==> src/common/pm_defs.svh <==
/*
 * Process monitor parameters.
 * Monitor count, field widths and the ring oscillator rate rule.
 */
`ifndef PM_DEFS_SVH
`define PM_DEFS_SVH

// Monitor count and field widths
`define PM_NB_MONITOR   8
`define PM_TARGET_W     12
`define PM_COUNT_W      16
`define PM_PHASE_W      8
`define PM_IDX_W        3

// Rate of monitor k is BASE + k * STEP on an 8-bit phase
`define PM_RO_RATE_BASE 37
`define PM_RO_RATE_STEP 23

`endif

==> src/common/pm_pkg.sv <==
/*
 * Process monitor types.
 * Vector types, configuration and TDR structs, window state.
 */
`default_nettype none

`include "pm_defs.svh"

package pm_pkg;

  typedef logic [`PM_TARGET_W-1:0]   pm_target_t;
  typedef logic [`PM_NB_MONITOR-1:0] pm_ro_mask_t;
  typedef logic [`PM_COUNT_W-1:0]    pm_count_t;
  typedef logic [`PM_NB_MONITOR-1:0][`PM_COUNT_W-1:0] pm_counts_t;
  typedef logic [`PM_IDX_W-1:0]      pm_mon_idx_t;

  typedef struct packed {
    logic        enable;
    pm_target_t  target;
    pm_ro_mask_t use_ro;
  } pm_cfg_t;

  typedef struct packed {
    logic        jtag_mode;
    pm_cfg_t     cfg;
    pm_mon_idx_t read_idx;
  } pm_tdr_ctrl_t;

  // Count sits at the bottom so it leaves on tdo first
  typedef struct packed {
    pm_tdr_ctrl_t ctrl;
    logic         result_valid;
    pm_count_t    result_count;
  } pm_tdr_t;

  typedef enum logic [1:0] {
    PM_IDLE,
    PM_RUN,
    PM_DONE
  } pm_win_state_e;

endpackage

`default_nettype wire

==> src/jtag_tdr/pm_jtag_tdr.sv <==
/*
 * Process monitor JTAG test data register.
 * Capture, shift and update on i_clk, with a shadow control
 * register feeding the decode block.
 */
`timescale 1ns/10ps
`default_nettype none

module pm_jtag_tdr (
  input  wire                     i_clk,
  input  wire                     i_reset,
  input  wire                     i_sel,
  input  wire                     i_capture,
  input  wire                     i_shift,
  input  wire                     i_update,
  input  wire                     i_tdi,
  input  wire                     i_valid,
  input  wire pm_pkg::pm_counts_t i_counts,
  output logic                    o_tdo,
  output pm_pkg::pm_tdr_ctrl_t    o_ctrl
);
  import pm_pkg::*;

  localparam int unsigned TDR_W = $bits(pm_tdr_t);

  pm_tdr_t      tdr_q;
  pm_tdr_ctrl_t shadow_q;
  pm_count_t    sel_count;

  // Readback monitor chosen by the active control
  assign sel_count = i_counts[shadow_q.read_idx];

  always_ff @(posedge i_clk) begin
    if (i_reset) begin
      tdr_q <= '0;
    end else if (i_sel) begin
      if (i_capture) begin
        tdr_q.result_valid <= i_valid;
        tdr_q.result_count <= sel_count;
      end else if (i_shift) begin
        tdr_q <= {i_tdi, tdr_q[TDR_W-1:1]};
      end
    end
  end

  // Update only when no higher priority strobe is present
  always_ff @(posedge i_clk) begin
    if (i_reset) begin
      shadow_q <= '0;
    end else if (i_sel && i_update && !i_capture && !i_shift) begin
      shadow_q <= tdr_q.ctrl;
    end
  end

  assign o_tdo  = tdr_q[0];
  assign o_ctrl = shadow_q;

endmodule

`default_nettype wire

==> src/logic/pm_ctrl_decode.sv <==
/*
 * Process monitor control decode.
 * Picks JTAG or functional configuration, latches it on a rising
 * enable and issues the start and clear pulses.
 */
`timescale 1ns/10ps
`default_nettype none

module pm_ctrl_decode (
  input  wire                  i_clk,
  input  wire                  i_reset,
  input  wire                  i_enable,
  input  wire pm_pkg::pm_target_t   i_target,
  input  wire pm_pkg::pm_ro_mask_t  i_use_ro,
  input  wire pm_pkg::pm_tdr_ctrl_t i_jtag_ctrl,
  output pm_pkg::pm_cfg_t      o_cfg,
  output logic                 o_start,
  output logic                 o_clear
);
  import pm_pkg::*;

  pm_cfg_t func_cfg;
  pm_cfg_t sel_cfg;
  logic    enable_q;
  logic    enable_rise;
  logic    enable_fall;

  always_comb begin
    func_cfg.enable = i_enable;
    func_cfg.target = i_target;
    func_cfg.use_ro = i_use_ro;
  end

  // Shadow register takes over in JTAG mode
  assign sel_cfg = i_jtag_ctrl.jtag_mode ? i_jtag_ctrl.cfg : func_cfg;

  assign enable_rise = sel_cfg.enable & ~enable_q;
  assign enable_fall = ~sel_cfg.enable & enable_q;

  always_ff @(posedge i_clk) begin
    if (i_reset) begin
      enable_q <= 1'b0;
      o_start  <= 1'b0;
      o_clear  <= 1'b0;
      o_cfg    <= '0;
    end else begin
      enable_q <= sel_cfg.enable;
      o_start  <= enable_rise;
      o_clear  <= enable_rise | enable_fall;
      // Config frozen for the whole window
      if (enable_rise) begin
        o_cfg <= sel_cfg;
      end
    end
  end

endmodule

`default_nettype wire

==> src/logic/pm_result.sv <==
/*
 * Process monitor result register.
 * Holds published counts and the valid level between windows.
 */
`timescale 1ns/10ps
`default_nettype none

module pm_result (
  input  wire                     i_clk,
  input  wire                     i_reset,
  input  wire pm_pkg::pm_counts_t i_counts,
  input  wire                     i_done,
  input  wire                     i_clear,
  output pm_pkg::pm_counts_t      o_counts,
  output logic                    o_valid
);
  import pm_pkg::*;

  always_ff @(posedge i_clk) begin
    if (i_reset) begin
      o_counts <= '0;
      o_valid  <= 1'b0;
    end else begin
      if (i_done) begin
        o_counts <= i_counts;
      end
      // Clear wins so a stale window never shows as valid
      if (i_clear) begin
        o_valid <= 1'b0;
      end else if (i_done) begin
        o_valid <= 1'b1;
      end
    end
  end

endmodule

`default_nettype wire

==> src/logic/process_monitor_top.sv <==
/*
 * Process monitor top level.
 * JTAG TDR, control decode, oscillator array and result register.
 */
`timescale 1ns/10ps
`default_nettype none

module process_monitor_top (
  input  wire                      i_clk,
  input  wire                      i_reset,
  input  wire                      i_enable,
  input  wire pm_pkg::pm_target_t  i_target,
  input  wire pm_pkg::pm_ro_mask_t i_use_ro,
  input  wire                      i_tdr_sel,
  input  wire                      i_tdr_capture,
  input  wire                      i_tdr_shift,
  input  wire                      i_tdr_update,
  input  wire                      i_tdi,
  output logic                     o_tdo,
  output logic                     o_valid,
  output pm_pkg::pm_counts_t       o_count
);
  import pm_pkg::*;

  pm_tdr_ctrl_t jtag_ctrl;
  pm_cfg_t      run_cfg;
  logic         start;
  logic         clear;
  pm_counts_t   ro_counts;
  logic         done;

  pm_jtag_tdr u_tdr (
    .i_clk    (i_clk),
    .i_reset  (i_reset),
    .i_sel    (i_tdr_sel),
    .i_capture(i_tdr_capture),
    .i_shift  (i_tdr_shift),
    .i_update (i_tdr_update),
    .i_tdi    (i_tdi),
    .i_valid  (o_valid),
    .i_counts (o_count),
    .o_tdo    (o_tdo),
    .o_ctrl   (jtag_ctrl)
  );

  pm_ctrl_decode u_decode (
    .i_clk      (i_clk),
    .i_reset    (i_reset),
    .i_enable   (i_enable),
    .i_target   (i_target),
    .i_use_ro   (i_use_ro),
    .i_jtag_ctrl(jtag_ctrl),
    .o_cfg      (run_cfg),
    .o_start    (start),
    .o_clear    (clear)
  );

  pm_ro_array u_ro_array (
    .i_clk   (i_clk),
    .i_reset (i_reset),
    .i_cfg   (run_cfg),
    .i_start (start),
    .o_counts(ro_counts),
    .o_done  (done)
  );

  pm_result u_result (
    .i_clk   (i_clk),
    .i_reset (i_reset),
    .i_counts(ro_counts),
    .i_done  (done),
    .i_clear (clear),
    .o_counts(o_count),
    .o_valid (o_valid)
  );

endmodule

`default_nettype wire

==> src/monitor/pm_ro_array.sv <==
/*
 * Ring oscillator monitor array.
 * Window FSM plus one behavioral phase accumulator and edge
 * counter per monitor.
 */
`timescale 1ns/10ps
`default_nettype none

`include "pm_defs.svh"

module pm_ro_array (
  input  wire                  i_clk,
  input  wire                  i_reset,
  input  wire pm_pkg::pm_cfg_t i_cfg,
  input  wire                  i_start,
  output pm_pkg::pm_counts_t   o_counts,
  output logic                 o_done
);
  import pm_pkg::*;

  pm_win_state_e state_q;
  pm_target_t    win_cnt_q;
  logic          win_active;

  // Counting cycles of the window, target of them in total
  assign win_active = (state_q == PM_RUN) && (win_cnt_q != i_cfg.target);

  always_ff @(posedge i_clk) begin
    if (i_reset) begin
      state_q   <= PM_IDLE;
      win_cnt_q <= '0;
    end else if (i_start) begin
      // Also restarts a running window
      state_q   <= PM_RUN;
      win_cnt_q <= '0;
    end else begin
      case (state_q)
        PM_RUN: begin
          if (win_active) begin
            win_cnt_q <= win_cnt_q + 1'b1;
          end else begin
            state_q <= PM_DONE;
          end
        end
        PM_DONE: state_q <= PM_IDLE;
        default: state_q <= PM_IDLE;
      endcase
    end
  end

  // DONE lasts a single cycle
  assign o_done = (state_q == PM_DONE);

  for (genvar k = 0; k < `PM_NB_MONITOR; k++) begin : g_ro
    localparam int unsigned RATE = `PM_RO_RATE_BASE + k * `PM_RO_RATE_STEP;

    logic [`PM_PHASE_W-1:0] phase_q;
    logic [`PM_PHASE_W:0]   phase_sum;
    pm_count_t              count_q;

    // Carry out of the phase is one oscillator edge
    assign phase_sum = {1'b0, phase_q} + (`PM_PHASE_W + 1)'(RATE);

    always_ff @(posedge i_clk) begin
      if (i_start) begin
        phase_q <= '0;
        count_q <= '0;
      end else if (win_active && i_cfg.enable && i_cfg.use_ro[k]) begin
        phase_q <= phase_sum[`PM_PHASE_W-1:0];
        count_q <= count_q + pm_count_t'(phase_sum[`PM_PHASE_W]);
      end
    end

    assign o_counts[k] = count_q;
  end

endmodule

`default_nettype wire

==> config.mk <==
export PLATFORM = sky130hd
export DESIGN_NAME = process_monitor_top
export DESIGN_NICKNAME = d
export VERILOG_FILES = /design/src/common/pm_pkg.sv /design/src/jtag_tdr/pm_jtag_tdr.sv /design/src/logic/pm_ctrl_decode.sv /design/src/logic/pm_result.sv /design/src/logic/process_monitor_top.sv /design/src/monitor/pm_ro_array.sv
export VERILOG_INCLUDE_DIRS = /design/src /design/src/common
export SDC_FILE = /design/constraint.sdc
export NUM_CORES = 1
export LEC_CHECK = 0
export BUFFER_PORTS_ARGS = -buffer_cell sky130_fd_sc_hd__buf_2
export CAP_MARGIN = 20
export CORE_MARGIN = 2
export CORE_UTILIZATION = 42
export CTS_CLUSTER_DIAMETER = 40
export DETAILED_ROUTE_END_ITERATION = 8
export GPL_ROUTABILITY_DRIVEN = 0
export SYNTH_ARGS = -nofsm -noshare
export SYNTH_HDL_FRONTEND = slang
export SYNTH_SLANG_ARGS = --single-unit
==> constraint.sdc <==
create_clock -name i_clk -period 2.37 [get_ports i_clk]
set_input_delay 0.711 -clock i_clk [delete_from_list [all_inputs] [get_ports i_clk]]
set_output_delay 0.711 -clock i_clk [all_outputs]
set_load 0.01 [all_outputs]
==> flow_summary.toml <==
[setup_path]
critPathRequiredTime_ns = 2.80
cp-end-kind = "register"
critPathMaxFanout = 38
cp.arrival_ns = 2.72
start_kind = "register"
crit_type = "register to register"

[drt]
drc_errors = 0
wl_per_cell_um = 19.5
via_per_inst = 5.86
drt_pass1_iterations = 6
routed_wl_mm = 60.3
top_layer = "met5"
wl_met1_mm = 26.2
vias = 18100
wl_met3_mm = 4.13
dr.first_iter.drc_count = 1724
routed-wl-met2_mm = 28.2
ant_nets = 0

[synth]
ys_warn_count = 0
syn_inst = 2298
synth_cell_types = 59
yosys.area.top_type = "dfxtp_1"
synthFlopType = "dfxtp_1"
synth_most_common_cell = "nand2_1"
syn-num-nets = 2355
synth_area_um2 = 19300
synth_edf_count = 0
yosysTopAreaCellShare_pct = 43.5
ys_top_cells_by_count = "nand2_1 (480), dfxtp_1 (419), a21oi_1 (329), clkbuf_1 (142), or4_1 (104)"
synth_seq_cells = 419
syn_area_per_cell_um2 = 8.38
ys_top_cells_by_area = "dfxtp_1 (44%), nand2_1 (9.4%), a21oi_1 (8.5%)"
yosysSeqAreaShare_pct = 43.5
synth-async-reset-ratio_pct = 0

[floorplanning]
core_area_um2 = 45300
start_util_pct = 42.6
rows = 78
fp.dieW_um = 218
io_pins = 158
die-height_um = 218
dieArea_um2 = 47600

[placement]
pre_cts_slack_ns = -0.0675
dp_hpwl_mm = 41.1
dp_cells = 2963
place_area_um2 = 20800
io_buffer_count = 157

[cells_and_area]
fillCellCount = 4266
final_nets = 2497
drive_gt1_share_pct = 19.2
final-seq-area_um2 = 8400
stdcell_count = 3093
fin_util_pct = 51.6
syn2layout_area_growth_pct = 21.2
final_area_um2 = 23400
multiInputGateArea_um2 = 10100

[timing]
drv_slew = 0
max_slew_margin_pct = 35.0
setup_violations = 0
fin_ws_ns = 0.0750
fin_crit_sh_pct = 96.8
layout_min_cycle_time_ns = 2.30
hold_violations = 0
finalClockSkew_ns = 0.0250
whs_ns = 0.354
fmax_mhz = 436
worstMarginPinSlew_ns = 0.971
setup_tns_ns = 0

[cts]
clkTransAtPathRegs_ns = 0.06
htree_levels = 3
cts_sinks = 419
cts_tree = "yes"
cts_made_buffers = 66
clk-insertion-delay-late_ns = 0.60
cts.root.buffer_cell = "clkbuf_16"
cts_buffer_depth = 3

[hold_path]
hold_path_class = "input port to register"

[status]
status = "finished, final reports clean"

[global_routing]
grt_max_degree = 117
antenna_found_initial = 1
grt_pass1_wl_mm = 92.6
grt_pass1_vias = 16500
grt_usage_pct = 24.6
overflow = 0

[pwr]
p_leak_nw = 8.25
p_per_area_nw_per_um2 = 752
peakVddDrop_v = 0.000661
finalPower_mw = 17.6

[run]
max-cap-violations = 0
-- final timing paths --
| path | startpoint | to | slack (ns) | cells after the start |
|---|---|---|---|---|
| min reg2reg | u_decode.o_clear$_SDFF_PP0_ | u_result.o_valid$_SDFFE_PP0N_ | 0.39 | 1 |
| max | u_ro_array.win_cnt_q[0]$_SDFFE_PP0P_ | u_ro_array.g_ro[4].phase_q[4]$_SDFFE_PP0P_ | 0.07 | 8 |
| max reg2reg | u_ro_array.win_cnt_q[0]$_SDFFE_PP0P_ | u_ro_array.g_ro[4].phase_q[4]$_SDFFE_PP0P_ | 0.07 | 8 |
| min | i_tdr_sel | u_tdr.tdr_q[16]$_SDFFE_PP0P_ | 0.35 | 2 |
-- power breakdown --
part | leakage, nW | switching (mW) | internal (mW) | total (mW)
Clock | 1.08 | 3.70 | 5.88 | 9.58
Combinational | 3.78 | 0.537 | 0.257 | 0.794
Sequential | 3.39 | 0.0609 | 7.12 | 7.18
Total | 8.25 | 4.30 | 13.3 | 17.6
-- state kept, by name, indices dropped and copies added (netlist names), 2 cells and up --
name / count
u_tdr.tdr_q: 41
u_result.o_counts: 128
u_ro_array.g_ro.phase_q: 57
u_ro_array.state_q: 2
u_ro_array.g_ro.count_q: 128
u_decode.o_cfg: 21
u_ro_array.win_cnt_q: 12
u_tdr.o_ctrl: 25
-- final cells by class --
| class | instances | area share [%] |
|---|---|---|
| multi-input cells | 1663 | 43.2 |
| flip-flops and latches | 419 | 36.0 |
| clock buffers | 78 | 7.57 |
| repair buffers | 254 | 7.55 |
| well taps | 600 | 3.21 |
| clock inverters | 42 | 1.86 |
| inverters | 36 | 0.579 |
| diodes | 1 | 0.0107 |
-- cells in the final DEF (no fill, tap or decap), types with 7 or more instances in the layout --
master / synthesis / layout
nand3_1: 69 / 66
ha_1: 29 / 22
mux2i_1: 54 / 54
nand2_1: 480 / 480
and3_1: 29 / 26
clkbuf_16: 0 / 69
nor4_1: 16 / 14
a21oi_1: 329 / 325
buf_4: 3 / 77
nor2b_1: 18 / 17
clkbuf_8: 0 / 7
or4_1: 104 / 104
clkinv_2: 0 / 11
a211oi_1: 25 / 25
or3_1: 33 / 32
xor2_1: 13 / 13
nand4_1: 48 / 48
and4_1: 11 / 9
mux2_4: 8 / 8
inv_6: 0 / 10
buf_12: 0 / 14
nor2_1: 88 / 86
o31ai_1: 102 / 102
buf_2: 7 / 156
mux2_2: 8 / 8
dfxtp_2: 0 / 9
o41ai_1: 7 / 7
o21a_1: 16 / 16
inv_1: 35 / 35
dfxtp_1: 419 / 409
mux4_2: 32 / 32
o21ai_0: 68 / 68
-- layer usage --
| layer | track usage (%) | up-vias |
|---|---|---|
| li1 | - | 8617 |
| met1 | 32.7 | 8789 |
| met2 | 39.8 | 612 |
| met3 | 4.77 | 100 |
| met4 | 8.46 | 2 |
| met5 | 0 | - |
-- cells by family after synthesis --
group,share of synthesized area [%]
buffers and inverters,5.02
AND/OR/NAND/NOR,23.3
AO/OA/AOI/OAI,17.9
XOR/XNOR,0.591
multiplexers,7.75
adder cells (fa/ha/maj),1.88
flip-flops,43.5
-- critical path, cell delays in order, from the launching register on --
cell and delay (ns):
dfxtp_1 0.35, xor2_1 0.16, or4_4 0.60, nor3_4 0.23, buf_4 0.16, clkbuf_16 0.20
buf_4 0.19, or4_1 0.12, a21oi_1 0.07
-- what timing repair did --
action / 4_1_cts / 5_1_grt
buffers inserted: 0 / 6
pin swaps: 0 / 11
endpoints found under the setup margin: 3 / 150
gates cloned: 0 / 3
resized for setup: 2 / 48
hold buffers: 0 / 0
Power figures use the tool's default switching activity.
